[config.mk]
export PLATFORM = sky130hd
export DESIGN_NAME = spi_multi_master
export DESIGN_NICKNAME = d
export VERILOG_FILES = /design/src/hdl/spi_pkg.sv /design/src/hdl/spi_channel.sv /design/src/hdl/spi_cmd_dispatch.sv /design/src/hdl/spi_multi_master.sv /design/src/hdl/spi_rsp_arbiter.sv
export VERILOG_INCLUDE_DIRS = /design/src /design/src/hdl
export SDC_FILE = /design/constraint.sdc
export NUM_CORES = 1
export LEC_CHECK = 0
export BUFFER_PORTS_ARGS = -buffer_cell sky130_fd_sc_hd__buf_2
export CORE_MARGIN = 2
export CORE_UTILIZATION = 60
export DETAILED_ROUTE_END_ITERATION = 10
export MAX_ROUTING_LAYER = met4
export PLACE_DENSITY = 0.82
export SLEW_MARGIN = 20
export SYNTH_ARGS = -nofsm -noshare
export SYNTH_HDL_FRONTEND = slang
export SYNTH_SLANG_ARGS = --single-unit
[constraint.sdc]
create_clock -name clk -period 4.7 [get_ports clk]
set_clock_uncertainty 0.2 [all_clocks]
set_input_delay 0.47 -clock clk [delete_from_list [all_inputs] [get_ports clk]]
set_output_delay 0.47 -clock clk [all_outputs]
set_load 0.02 [all_outputs]
[src/hdl/spi_params.svh]
`ifndef SPI_PARAMS_SVH
`define SPI_PARAMS_SVH

// Number of SPI channel engines
`define SPI_NUM_CHAN 4

// Channel number width, covers SPI_NUM_CHAN exactly
`define SPI_CHAN_W 2

// Half-period setting width, in clk cycles
`define SPI_HALF_W 4

// Half-period after reset
`define SPI_HALF_DEFAULT 2

`endif

[src/hdl/spi_pkg.sv]
`include "spi_params.svh"

package spi_pkg;

    typedef enum logic {
        OP_XFER = 1'b0,
        OP_CFG  = 1'b1
    } spi_op_t;

    // Config view, half-period of zero acts as one
    typedef struct packed {
        logic [7-`SPI_HALF_W:0]  rsvd;
        logic [`SPI_HALF_W-1:0]  half;
    } spi_cfg_t;

    // Same byte, meaning set by op
    typedef union packed {
        logic [7:0] tx_byte;
        spi_cfg_t   cfg;
    } spi_payload_u;

    typedef struct packed {
        spi_op_t                 op;
        logic [`SPI_CHAN_W-1:0]  chan;
        spi_payload_u            payload;
    } spi_cmd_t;

    typedef struct packed {
        logic [`SPI_CHAN_W-1:0]  chan;
        logic [7:0]              rx_byte;
    } spi_rsp_t;

endpackage

[src/hdl/spi_channel.sv]
`timescale 1ns/1ps
`include "spi_params.svh"

module spi_channel import spi_pkg::*; (
    input  logic                    clk,
    input  logic                    rst,
    input  spi_cmd_t                cmd,
    input  logic                    cmd_valid,
    output logic                    cmd_ready,
    output spi_rsp_t                rsp,
    output logic                    rsp_valid,
    input  logic                    rsp_ready,
    input  logic [`SPI_CHAN_W-1:0]  chan_id,
    output logic                    sclk,
    output logic                    mosi,
    output logic                    en,
    input  logic                    miso
);

    typedef enum logic [1:0] {
        ST_IDLE,
        ST_ACTIVE,
        ST_DONE
    } state_t;

    state_t                  state;
    logic [`SPI_HALF_W-1:0]  half_reg;
    logic [`SPI_HALF_W-1:0]  half_cnt;
    logic [2:0]              bit_cnt;
    logic [7:0]              tx_sr;
    logic [7:0]              rx_sr;
    logic [7:0]              rsp_byte;
    logic                    cmd_fire;
    logic                    xfer_start;
    logic                    cfg_load;
    logic                    half_end;

    // Accept only when idle with an empty response slot
    assign cmd_ready  = (state == ST_IDLE) && !rsp_valid;
    assign cmd_fire   = cmd_valid && cmd_ready;
    assign xfer_start = cmd_fire && (cmd.op == OP_XFER);
    assign cfg_load   = cmd_fire && (cmd.op == OP_CFG);

    // Last clk cycle of an sclk half-period
    assign half_end = (half_cnt == half_reg - 1'b1);

    always_ff @(posedge clk or posedge rst) begin
        if (rst) begin
            half_reg <= `SPI_HALF_W'(`SPI_HALF_DEFAULT);
        end else if (cfg_load) begin
            if (cmd.payload.cfg.half == '0) begin
                half_reg <= `SPI_HALF_W'(1);
            end else begin
                half_reg <= cmd.payload.cfg.half;
            end
        end
    end

    always_ff @(posedge clk or posedge rst) begin
        if (rst) begin
            state    <= ST_IDLE;
            sclk     <= 1'b1;
            half_cnt <= '0;
            bit_cnt  <= '0;
        end else begin
            case (state)
                ST_IDLE: begin
                    half_cnt <= '0;
                    bit_cnt  <= '0;
                    if (xfer_start) begin
                        state <= ST_ACTIVE;
                    end
                end
                ST_ACTIVE: begin
                    if (half_end) begin
                        half_cnt <= '0;
                        sclk     <= !sclk;
                        // Rising edge closes a bit
                        if (!sclk) begin
                            bit_cnt <= bit_cnt + 1'b1;
                            if (bit_cnt == 3'd7) begin
                                state <= ST_DONE;
                            end
                        end
                    end else begin
                        half_cnt <= half_cnt + 1'b1;
                    end
                end
                ST_DONE: begin
                    state <= ST_IDLE;
                end
                default: begin
                    state <= ST_IDLE;
                end
            endcase
        end
    end

    // Shift registers, MISO in on falling sclk, MOSI moves on rising sclk
    always_ff @(posedge clk) begin
        if (xfer_start) begin
            tx_sr <= cmd.payload.tx_byte;
        end else if (state == ST_ACTIVE && half_end) begin
            if (sclk) begin
                rx_sr <= {rx_sr[6:0], miso};
            end else begin
                tx_sr <= {tx_sr[6:0], 1'b0};
            end
        end
    end

    // Response slot
    always_ff @(posedge clk or posedge rst) begin
        if (rst) begin
            rsp_valid <= 1'b0;
        end else if (state == ST_DONE) begin
            rsp_valid <= 1'b1;
        end else if (rsp_valid && rsp_ready) begin
            rsp_valid <= 1'b0;
        end
    end

    always_ff @(posedge clk) begin
        if (state == ST_DONE) begin
            rsp_byte <= rx_sr;
        end
    end

    assign rsp.chan    = chan_id;
    assign rsp.rx_byte = rsp_byte;

    assign en   = (state == ST_ACTIVE);
    assign mosi = en ? tx_sr[7] : 1'b0;

endmodule

[src/hdl/spi_cmd_dispatch.sv]
`timescale 1ns/1ps
`include "spi_params.svh"

module spi_cmd_dispatch import spi_pkg::*; (
    input  spi_cmd_t                  cmd,
    input  logic                      cmd_valid,
    output logic                      cmd_ready,
    output spi_cmd_t                  ch_cmd,
    output logic [`SPI_NUM_CHAN-1:0]  ch_cmd_valid,
    input  logic [`SPI_NUM_CHAN-1:0]  ch_cmd_ready
);

    // All channels see the same command word
    assign ch_cmd = cmd;

    // One-hot valid towards the addressed channel
    always_comb begin
        ch_cmd_valid = '0;
        ch_cmd_valid[cmd.chan] = cmd_valid;
    end

    // Ready comes back from the addressed channel only
    assign cmd_ready = ch_cmd_ready[cmd.chan];

endmodule

[src/hdl/spi_multi_master.sv]
`timescale 1ns/1ps
`include "spi_params.svh"

module spi_multi_master import spi_pkg::*; (
    input  logic                      clk,
    input  logic                      rst,
    input  spi_cmd_t                  cmd,
    input  logic                      cmd_valid,
    output logic                      cmd_ready,
    output spi_rsp_t                  rsp,
    output logic                      rsp_valid,
    input  logic                      rsp_ready,
    output logic [`SPI_NUM_CHAN-1:0]  sclk,
    output logic [`SPI_NUM_CHAN-1:0]  mosi,
    output logic [`SPI_NUM_CHAN-1:0]  en,
    input  logic [`SPI_NUM_CHAN-1:0]  miso
);

    spi_cmd_t                  ch_cmd;
    logic [`SPI_NUM_CHAN-1:0]  ch_cmd_valid;
    logic [`SPI_NUM_CHAN-1:0]  ch_cmd_ready;
    spi_rsp_t                  ch_rsp [`SPI_NUM_CHAN];
    logic [`SPI_NUM_CHAN-1:0]  ch_rsp_valid;
    logic [`SPI_NUM_CHAN-1:0]  ch_rsp_ready;

    spi_cmd_dispatch dispatch_i (
        .cmd          (cmd),
        .cmd_valid    (cmd_valid),
        .cmd_ready    (cmd_ready),
        .ch_cmd       (ch_cmd),
        .ch_cmd_valid (ch_cmd_valid),
        .ch_cmd_ready (ch_cmd_ready)
    );

    // One engine per channel, tagged with its index
    for (genvar i = 0; i < `SPI_NUM_CHAN; i++) begin : g_chan
        spi_channel channel_i (
            .clk       (clk),
            .rst       (rst),
            .cmd       (ch_cmd),
            .cmd_valid (ch_cmd_valid[i]),
            .cmd_ready (ch_cmd_ready[i]),
            .rsp       (ch_rsp[i]),
            .rsp_valid (ch_rsp_valid[i]),
            .rsp_ready (ch_rsp_ready[i]),
            .chan_id   (`SPI_CHAN_W'(i)),
            .sclk      (sclk[i]),
            .mosi      (mosi[i]),
            .en        (en[i]),
            .miso      (miso[i])
        );
    end

    spi_rsp_arbiter arbiter_i (
        .clk          (clk),
        .rst          (rst),
        .ch_rsp       (ch_rsp),
        .ch_rsp_valid (ch_rsp_valid),
        .ch_rsp_ready (ch_rsp_ready),
        .rsp          (rsp),
        .rsp_valid    (rsp_valid),
        .rsp_ready    (rsp_ready)
    );

endmodule

[src/hdl/spi_rsp_arbiter.sv]
`timescale 1ns/1ps
`include "spi_params.svh"

module spi_rsp_arbiter import spi_pkg::*; (
    input  logic                      clk,
    input  logic                      rst,
    input  spi_rsp_t                  ch_rsp [`SPI_NUM_CHAN],
    input  logic [`SPI_NUM_CHAN-1:0]  ch_rsp_valid,
    output logic [`SPI_NUM_CHAN-1:0]  ch_rsp_ready,
    output spi_rsp_t                  rsp,
    output logic                      rsp_valid,
    input  logic                      rsp_ready
);

    logic [`SPI_CHAN_W-1:0]  ptr;
    logic [`SPI_CHAN_W-1:0]  pick;
    logic [`SPI_CHAN_W-1:0]  sel;
    logic [`SPI_CHAN_W-1:0]  held_idx;
    logic                    hold;

    // First valid channel at or after the priority pointer
    always_comb begin
        logic                    found;
        logic [`SPI_CHAN_W-1:0]  idx;
        found = 1'b0;
        pick  = ptr;
        for (int k = 0; k < `SPI_NUM_CHAN; k++) begin
            idx = ptr + `SPI_CHAN_W'(k);
            if (!found && ch_rsp_valid[idx]) begin
                found = 1'b1;
                pick  = idx;
            end
        end
    end

    // Grant frozen while the output waits for ready
    assign sel       = hold ? held_idx : pick;
    assign rsp       = ch_rsp[sel];
    assign rsp_valid = ch_rsp_valid[sel];

    always_comb begin
        ch_rsp_ready = '0;
        ch_rsp_ready[sel] = rsp_ready;
    end

    always_ff @(posedge clk or posedge rst) begin
        if (rst) begin
            ptr      <= '0;
            hold     <= 1'b0;
            held_idx <= '0;
        end else if (rsp_valid && rsp_ready) begin
            ptr  <= sel + 1'b1;
            hold <= 1'b0;
        end else if (rsp_valid) begin
            hold     <= 1'b1;
            held_idx <= sel;
        end
    end

endmodule

==> flow_summary_export.csv, run 1 <==
group,metric,value,unit
critical_path,critical_path_class,"flop to output port",
critical_path,start_kind,"flop",
clock_tree,cts_resized,0,
floorplanning,row_count,40,
clock_tree,h-tree-depth,4,
critical_path,cp-end-kind,"output port",
floorplanning,start_util,61.1,%
logic_synthesis,synth_top_area_cell,"edfxtp_1",
logic_synthesis,synthTopCellsByCount,"edfxtp_1 (96), dfrtp_1 (57), nand2_1 (40)",
logic_synthesis,yosysWarnings,0,
finish,num_antenna_cells,0,
logic_synthesis,synth_cell_types,65,
global_routing,overflow,0,
power,switchingPower,1.63,mW
timing,setup_violations,0,
power,p_int,3.39,mW
logic_synthesis,async_flop_share,40.4,%
global_routing,grt_pass1_wl,22.4,mm
logic_synthesis,netlist_instances,547,
power,total_leakage_power,3.31,nW
drt,routed_wl,13.7,mm
critical_path,r2r_start,"g_chan[3].channel_i.half_reg[1]$_DFFE_PP1P_",
min_path,hold_path_class,"primary input to flop",
placement,hpwl,9.22,mm
timing,max_freq,0.294,GHz
global_routing,grt_use_met3,6.46,%
placement,portBuffers,42,
min_path,hp-start,"miso[3]",
finish,drive_above_1_share,24.2,%
clock_tree,ctsHoldBuffers,0,
timing,hold_viol,0,
clock_tree,cts_buffer_depth,2,
finish,finalCoreUtilization,68.3,%
floorplanning,core_area,0.0120,mm2
placement,place_congestion,0.803,
logic_synthesis,syn_avg_cell_area,13.4,um2
finish,nets,614,
clock_tree,cts_tree,"done",
clock_tree,cts_setup_buffers,0,
drt,dr.pass1.iters,5,
drt,drt-initial-drc-count,451,
global_routing,grt_antenna_before_repair,0,
logic_synthesis,ys_ff_latch,161,
floorplanning,die_w,114,um
power,vdd_drop_max,376,uV
global_routing,grtUsageMet1,29.4,%
logic_synthesis,ys_seq_area_share,61.8,%
logic_synthesis,synth_nets,582,
finish,area_growth,11.7,%
timing,finalCritPeriodShare,72.4,%
critical_path,cp.arrival,2.73,ns
drt,vias,4397,
global_routing,grt_pass1_vias,4485,
global_routing,grt_max_degree,66,
drt,wl_per_cell,18.5,um
global_routing,gr-usage-met2,37.2,%
clock_tree,numClockSinks,161,
power,seqPwrFrac,42.5,%
logic_synthesis,synth-edff-count,96,
logic_synthesis,synth_top_area_share,39.4,%
timing,slew_headroom,38.6,%
clock_tree,cts_root_buffer,"clkbuf_16",
timing,drv_slew,0,
clock_tree,cts_buffers,17,
flow_run,drv_cap,0,
power,p_clk_share,28.5,%
clock_tree,clk_latency,0.43,ns
logic_synthesis,ys.flop_type,"edfxtp_1",
critical_path,critPathMaxStageDelay,0.50,ns
clock_tree,clk_pin_slew,0.06,ns
power,switching_share,32.5,%
floorplanning,fp.dieH,114,um
timing,layout_min_cycle_time,3.40,ns
critical_path,crit_chain,"nor2b_1 > o31ai_1 > o21ai_2 > inv_1 > mux2i_1 > buf_2",
logic_synthesis,synth_area,0.00731,mm2
power,pwr_density_cell,614,mW/mm2
drt,drtAntennaViolNets,0,
finish,reg.largest.list,"g_chan.channel_i.rsp_byte: 32 flops, g_chan.channel_i.rx_sr: 32 flops, g_chan.channel_i.tx_sr: 32 flops",
timing,rsz0062_at_grt,"false",
timing,setup-tns-final,0,ns
status,status,"completed",
critical_path,slowest_stage,"dfrtp_1",
critical_path,worstPathMaxFanout,11,
floorplanning,dieArea,0.0131,mm2
logic_synthesis,yosysMostFrequentCell,"edfxtp_1",
critical_path,worstPathRequired,4.03,ns
timing,worst_pin_slew,0.920,ns
power,combPwrFrac,28.9,%
logic_synthesis,synthTopCellsByArea,"edfxtp_1 (39%), dfrtp_1 (20%), mux2_2 (5.9%)",
floorplanning,ios,43,
global_routing,grt_usage,23.5,%
drt,viasPerCell,5.95,
drt,drc,0,
critical_path,cp-startpoint,"g_chan[0].channel_i.rsp_valid$_DFFE_PP0P_",
global_routing,grt.busiest_layer,"met2",
-- area by class of cell --
class	instances	area, um2
clock buffers	20	457
clock inverters	12	159
fillers	793	3800
inverters	22	82.6
multi-input cells	332	2530
flip-flops and latches	161	4520
well taps	147	184
repair buffers	45	235
-- power by group through the flow --
| stage | Clock [mW] | Combinational, mW | Sequential [mW] |
|---|---|---|---|
| global route | 1.50 | 1.60 | 2.17 |
| global placement | 0 | 1.38 | 2.14 |
| finish | 1.43 | 1.45 | 2.13 |
| CTS | 1.45 | 1.46 | 2.13 |
| floorplan | 0 | 1.21 | 2.07 |
| detailed placement | 0 | 1.45 | 2.15 |
-- critical path: cells and delay by family, from the launching register on --
family,cells,cell delay (ns)
AO/OA/AOI/OAI,2,0.60
buffers and inverters,2,0.67
flip-flops,1,0.50
multiplexers,1,0.32
AND/OR/NAND/NOR,1,0.21
-- cells by family after synthesis --
logic type / count (synthesis) / synth area share, %
buffers and inverters: 54 / 3.61
adders and majority gates: 16 / 2.74
DFF: 161 / 61.8
xor gates and xnor gates: 28 / 3.35
and+or+nand+nor: 149 / 11.5
muxes: 66 / 9.88
AOI/OAI and AO/OA: 73 / 7.10
-- per-stage QoR --
step	std cells	hold WS, ns	area, um2	setup slack [ns]	total power, mW
3_5_place_dp	706	0.206	7540	1.47	3.60
5_1_grt	739	0.00293	8160	1.18	5.27
6_report	739	0.0263	8160	1.30	5.01
4_1_cts	738	0.00261	8150	1.35	5.04
2_1_floorplan	547	0.200	7310	1.72	3.29
3_3_place_gp	706	0.203	7540	1.57	3.51
-- cells in the final DEF (no fill, tap or decap), types with 3 or more instances in the layout --
| cell | count |
|---|---|
| a21o_1 | 11 |
| clkinv_4 | 4 |
| nor2_1 | 24 |
| edfxtp_1 | 96 |
| clkbuf_16 | 17 |
| xor2_1 | 6 |
| nor3_2 | 3 |
| a32o_1 | 3 |
| buf_2 | 42 |
| mux2i_1 | 26 |
| dfrtp_1 | 57 |
| nor4_1 | 3 |
| ha_1 | 16 |
| o21ai_0 | 15 |
| and3_1 | 9 |
| and2_1 | 6 |
| dfstp_2 | 8 |
| nand2b_1 | 6 |
| a21oi_1 | 10 |
| inv_1 | 21 |
| o31ai_1 | 6 |
| o211ai_1 | 7 |
| nand2_1 | 40 |
| nor2b_1 | 6 |
| nor3_1 | 7 |
| xnor2_1 | 22 |
| nand3_1 | 19 |
| bufinv_16 | 3 |
| mux2_2 | 38 |
| nor3b_1 | 5 |
-- routing by layer --
metal	vias to the layer above	share of wire (%)
met2	115	50
li1	2061	-
met3	20	4.8
met5	-	0
met4	0	1.6
met1	2201	44
-- path summary, 6_finish.rpt --
kind	end	slack, ns	cells after the start
max	rsp[1]	1.30	6
min	g_chan[3].channel_i.rx_sr[0]$_DFFE_PP_	0.03	1
max reg2reg	g_chan[3].channel_i.rx_sr[3]$_DFFE_PP_	1.63	6
min reg2reg	g_chan[3].channel_i.rsp_byte[7]$_DFFE_PP_	0.23	0
max in group asynchronous	g_chan[3].channel_i.bit_cnt[0]$_DFFE_PP0P_	3.67	3
min in group asynchronous	g_chan[0].channel_i.half_cnt[0]$_DFFE_PP0P_	0.08	3
Power figures use the tool's default switching activity.
==> run 2: changes to the inputs <==
==> constraint.sdc (replaced) <==
create_clock -name clk -period 3.3 [get_ports clk]
set_clock_uncertainty 0.2 [all_clocks]
set_input_delay 0.33 -clock clk [delete_from_list [all_inputs] [get_ports clk]]
set_output_delay 0.33 -clock clk [all_outputs]
set_load 0.02 [all_outputs]
==> run 2 against run 1 <==
Net effect:
- sequential power grew 43%
- wire length shrank 2.1%
- power grew 41%
- largest power group unchanged
- first-iteration DRC count shrank 39%
==> flow_summary_export.csv, run 2 (synthesized netlist as in run 1, its figures left out) <==
group,metric,value,unit
status,status,"completed",
finish,fill_cells,794,
floorplanning,start_util,61.1,%
timing,setup-tns-final,0,ns
timing,setup_violations,0,
drt,wl_per_cell,17.9,um
floorplanning,fp.dieH,114,um
clock_tree,cts_tree,"done",
finish,final_area,0.00822,mm2
timing,rsz0062_at_grt,"false",
drt,routed_wl,13.4,mm
min_path,hold_path_class,"primary input to flop",
critical_path,worstPathMaxFanout,11,
finish,reg.largest.list,"g_chan.channel_i.rsp_byte: 32 flops, g_chan.channel_i.rx_sr: 32 flops, g_chan.channel_i.tx_sr: 32 flops",
floorplanning,core_area,0.0120,mm2
critical_path,critical_path_class,"flop to output port",
global_routing,grt_max_degree,36,
power,vdd_drop_max,585,uV
timing,layout_min_cycle_time,3.13,ns
critical_path,worstPathRequired,2.77,ns
clock_tree,cts_buffer_depth,2,
timing,max_freq,0.319,GHz
power,total_leakage_power,3.34,nW
drt,dr.pass1.iters,4,
placement,portBuffers,42,
power,pwr_density_cell,861,mW/mm2
drt,drtAntennaViolNets,0,
global_routing,overflow,0,
power,switchingPower,2.28,mW
floorplanning,row_count,40,
critical_path,cp.arrival,2.60,ns
finish,area_growth,12.5,%
timing,drv_slew,0,
clock_tree,cts_root_buffer,"clkbuf_16",
clock_tree,h-tree-depth,4,
clock_tree,clk_pin_slew,0.06,ns
global_routing,grt_antenna_before_repair,0,
floorplanning,ios,43,
global_routing,grt_pass1_vias,4442,
clock_tree,numClockSinks,161,
placement,placed_area,0.00758,mm2
power,combPwrFrac,29.3,%
finish,drive_above_1_share,24.2,%
timing,slew_headroom,43.3,%
clock_tree,cts_buffers,17,
floorplanning,dieArea,0.0131,mm2
clock_tree,clk_latency,0.43,ns
timing,worst_pin_slew,0.848,ns
power,seqPwrFrac,43.0,%
floorplanning,die_w,114,um
power,p_int,4.80,mW
flow_run,drv_cap,0,
critical_path,start_kind,"flop",
drt,vias,4393,
global_routing,grt_usage,22.9,%
power,switching_share,32.2,%
finish,nets,622,
finish,num_antenna_cells,0,
drt,drt-initial-drc-count,274,
timing,finalCritPeriodShare,94.9,%
drt,drc,0,
placement,hpwl,9.40,mm
clock_tree,cts_resized,0,
placement,place_congestion,0.867,
drt,viasPerCell,5.88,
finish,final_common_cell,"edfxtp_1",
global_routing,grt_pass1_wl,21.9,mm
power,p_clk_share,27.7,%
timing,hold_viol,0,
critical_path,cp-end-kind,"output port",
finish,final_cell_mix,"edfxtp_1 (96), dfrtp_1 (57), buf_2 (42), nand2_1 (40), mux2_2 (38)",
## run 2: changes by cell type in the layout (fill, tap and decap cells not counted), sizes merged
cell         change
buf              +4
dlygate4sd3      +4
inv              +2
clkbuf           -1
clkinvlp         -1
## run 2: power groups by stage
stage          clock network [mW]  registers (mW)  logic, mW
3_3_place_gp                    0            3.04       1.97
5_1_grt                      2.08            3.09       2.29
4_1_cts                      1.99            3.04       2.09
2_1_floorplan                   0            2.95       1.73
6_report                     1.96            3.04       2.08
3_5_place_dp                    0            3.07       2.08
## run 2: final cells by class
type | count | area (um2) | area share (%)
inverters | 22 | 82.6 | 1.00
multi-input cells | 332 | 2530 | 30.7
well taps | 147 | 184 | 2.24
repair buffers | 53 | 318 | 3.86
clock inverters | 13 | 160 | 1.95
flip-flops and latches | 161 | 4520 | 55.0
clock buffers | 19 | 433 | 5.26
## run 2: metal layers
metal,track usage [%],up-vias,wire length [um]
li1,-,2080,-
met1,28.0,2174,5820
met2,36.5,112,6770
met3,6.19,27,502
met4,9.27,0,269
met5,-,-,0
## run 2: worst paths after layout
path                                                              from                                     endpoint  slack, ns  cells after the start
max                          g_chan[0].channel_i.rsp_valid$_DFFE_PP0P_                                       rsp[1]       0.17                      6
min                                                             cmd[1]  g_chan[2].channel_i.half_reg[1]$_DFFE_PP1P_       0.03                      3
max reg2reg                g_chan[3].channel_i.half_reg[1]$_DFFE_PP1P_       g_chan[3].channel_i.rx_sr[4]$_DFFE_PP_       0.46                      7
min reg2reg                     g_chan[0].channel_i.rx_sr[7]$_DFFE_PP_    g_chan[0].channel_i.rsp_byte[7]$_DFFE_PP_       0.22                      0
max in group asynchronous                                          rst         g_chan[2].channel_i.sclk$_DFFE_PP1P_       1.82                      4
min in group asynchronous                                          rst   g_chan[0].channel_i.bit_cnt[2]$_DFFE_PP0P_       0.37                      3
## run 2: through the flow
| stage | std cells | power (mW) | util (%) | worst slack, ns | hold WS [ns] |
|---|---|---|---|---|---|
| CTS | 747 | 7.13 | 68.8 | 0.159 | 0.0171 |
| global placement | 710 | 5.01 | 63.4 | 0.553 | 0.208 |
| floorplan | 547 | 4.68 | - | 0.324 | 0.200 |
| finish | 747 | 7.08 | 68.8 | 0.169 | 0.0294 |
| global route | 747 | 7.46 | 68.8 | 0.00417 | 0.0306 |
| detailed placement | 710 | 5.15 | 63.4 | 0.506 | 0.207 |
## run 2: timing repair
| item | 4_1_cts | 5_1_grt |
|---|---|---|
| hold buffers | 5 | 0 |
| endpoints found under the hold margin | 33 | 0 |
| setup buffers | 0 | 0 |
## run 2: worst max-delay path: stages (launching register included)
cell and delay [ns]:
dfrtp_1 0.47, nor2b_1 0.19, o31ai_1 0.38, o21ai_2 0.17
inv_1 0.45, mux2i_1 0.30, buf_2 0.20
==> run 3: changes to the inputs <==
--- a/config.mk
+++ b/config.mk
@@ -6,7 +6,7 @@
 export SDC_FILE = /design/constraint.sdc
 export NUM_CORES = 1
 export LEC_CHECK = 0
-export BUFFER_PORTS_ARGS = -buffer_cell sky130_fd_sc_hd__buf_2
+export BUFFER_PORTS_ARGS = -buffer_cell sky130_fd_sc_hd__buf_4
 export CORE_MARGIN = 2
 export CORE_UTILIZATION = 60
 export DETAILED_ROUTE_END_ITERATION = 10
==> constraint.sdc (replaced) <==
create_clock -name clk -period 3.78 [get_ports clk]
set_clock_uncertainty 0.2 [all_clocks]
set_input_delay 0.378 -clock clk [delete_from_list [all_inputs] [get_ports clk]]
set_output_delay 0.378 -clock clk [all_outputs]
set_load 0.02 [all_outputs]
==> run 3 against run 2 <==
Net effect:
- critical path depth unchanged
- first-iteration DRC count down 21%
- highest routed layer unchanged
- non-clock buffer count down 3
- clock power down 16%
- largest power group unchanged
- largest cell class unchanged
- sequential share of layout area down 0.31 points
- setup slack better by 0.40 ns
==> flow_summary_export.csv, run 3 (synthesized netlist as in run 1, its figures left out) <==
group,metric,value,unit
status,status,"completed",
floorplanning,ios,43,
critical_path,start_kind,"flop",
critical_path,critPathTopFamily,"buffers and inverters",
clock_tree,cts_buffers,17,
critical_path,worstPathMaxFanout,11,
drt,drc,0,
critical_path,cp.arrival,2.64,ns
finish,final_common_cell,"edfxtp_1",
timing,setup-tns-final,0,ns
critical_path,crit_chain,"nor2b_1 > o31ai_1 > o21ai_2 > inv_1 > mux2i_1 > buf_4",
floorplanning,row_count,40,
finish,reg.largest.list,"g_chan.channel_i.rsp_byte: 32 flops, g_chan.channel_i.rx_sr: 32 flops, g_chan.channel_i.tx_sr: 32 flops",
clock_tree,h-tree-depth,4,
drt,drtAntennaViolNets,0,
clock_tree,clk_pin_slew,0.06,ns
drt,vias,4379,
timing,max_freq,0.311,GHz
finish,final_area,0.00827,mm2
timing,timing.final.ws_setup,0.565,ns
power,total_power,6.17,mW
min_path,hold_path_class,"primary input to flop",
global_routing,grt_usage,23.2,%
floorplanning,die_w,114,um
critical_path,critical_path_class,"flop to output port",
drt,viasPerCell,5.89,
critical_path,cp-end-kind,"output port",
timing,hold_viol,0,
clock_tree,cts_resized,0,
finish,fill_cells,793,
timing,slew_headroom,40.3,%
critical_path,slowest_stage,"dfrtp_1",
global_routing,grt_pass1_wl,22.3,mm
clock_tree,clk_latency,0.43,ns
clock_tree,cts_root_buffer,"clkbuf_16",
clock_tree,cts_buffer_depth,2,
timing,hold_ws,0.0521,ns
timing,layout_min_cycle_time,3.21,ns
power,total_leakage_power,3.35,nW
placement,portBuffers,42,
floorplanning,dieArea,0.0131,mm2
floorplanning,fp.dieH,114,um
finish,area_growth,13.1,%
finish,num_antenna_cells,0,
floorplanning,start_util,61.1,%
drt,dr.pass1.iters,5,
timing,rsz0062_at_grt,"false",
finish,nets,619,
drt,wl_per_cell,18.2,um
critical_path,path_buf_inv,2,
drt,drt-initial-drc-count,217,
timing,finalCritPeriodShare,85.0,%
global_routing,grt_pass1_vias,4502,
timing,drv_slew,0,
power,vdd_drop_max,487,uV
placement,dp_worst_setup_slack,0.696,ns
floorplanning,core_area,0.0120,mm2
global_routing,grt_max_degree,39,
global_routing,overflow,0,
power,pwr_density_cell,746,mW/mm2
placement,placed_area,0.00765,mm2
clock_tree,numClockSinks,161,
flow_run,drv_cap,0,
global_routing,grt_antenna_before_repair,0,
critical_path,worstPathRequired,3.20,ns
placement,hpwl,9.22,mm
timing,setup_violations,0,
clock_tree,cts_tree,"done",
placement,place_congestion,0.872,
critical_path,critPathMaxStageDelay,0.49,ns
timing,worst_pin_slew,0.894,ns
finish,drive_above_1_share,24.3,%
finish,final_cell_mix,"edfxtp_1 (96), dfrtp_1 (57), buf_4 (45), nand2_1 (40), mux2_2 (38)",
drt,routed_wl,13.5,mm
critical_path,ff2ff_setup_slack,0.70,ns
[run 3: cell types whose count changed in the layout (fill, tap and decap cells not counted), sizes merged]
cell      delta
buf          -3
inv          +2
clkbuf       -1
bufinv       -2
clkinvlp     +1
[run 3: cell type report]
class | instances | area (um2) | area share (%)
clock buffer | 18 | 439 | 5.31
multi-input combinational | 332 | 2530 | 30.6
sequential | 161 | 4520 | 54.6
inverter | 22 | 82.6 | 0.998
timing repair buffer | 50 | 388 | 4.69
tap | 147 | 184 | 2.22
clock inverter | 14 | 130 | 1.57
[run 3: worst paths after layout]
path | from | cells after the start | endpoint
min in group asynchronous | rst | 3 | g_chan[0].channel_i.bit_cnt[2]$_DFFE_PP0P_
setup / recovery | g_chan[0].channel_i.rsp_valid$_DFFE_PP0P_ | 6 | rsp[1]
setup reg to reg | g_chan[3].channel_i.half_reg[1]$_DFFE_PP1P_ | 6 | g_chan[3].channel_i.rx_sr[5]$_DFFE_PP_
hold reg to reg | g_chan[1].channel_i.rx_sr[7]$_DFFE_PP_ | 0 | g_chan[1].channel_i.rsp_byte[7]$_DFFE_PP_
hold / removal | cmd[1] | 3 | g_chan[2].channel_i.half_reg[1]$_DFFE_PP1P_
max in group asynchronous | rst | 4 | g_chan[2].channel_i.sclk$_DFFE_PP1P_
[run 3: worst reg2reg max path, stage by stage, from the launching register on]
cell and delay [ns]:
dfstp_2 0.53, inv_1 0.05, ha_1 0.28, xnor2_1 0.13, or4_4 0.57, nor3b_4 0.29
nor3b_2 0.65
[run 3: per-stage QoR]
| step | std cells | util [%] |
|---|---|---|
| CTS | 744 | 69.1 |
| detailed placement | 707 | 64.0 |
| global route | 744 | 69.1 |
| floorplan | 547 | - |
| finish | 744 | 69.1 |
| global placement | 707 | 64.0 |
[run 3: where the power goes]
group	internal [mW]	switching [mW]	total (mW)
sequential	2.35	0.304	2.65
clock	0.932	0.711	1.64
combinational	0.856	1.01	1.87
total	4.14	2.03	6.17
[run 3: timing repair]
| item | 4_1_cts | 5_1_grt |
|---|---|---|
| hold buffers | 5 | 0 |
| setup endpoints to repair | 0 | 0 |
| endpoints found under the hold margin | 29 | 0 |
| buffers inserted | 0 | 0 |
[run 3: metal layers]
metal  part of all wire, %  wire length (um)  global-route usage [%]
met1                    43              5840                    27.9
met2                    52              6990                    37.9
met3                   3.2               431                    6.35
met4                   1.9               253                    8.05
met5                     0                 0                       -
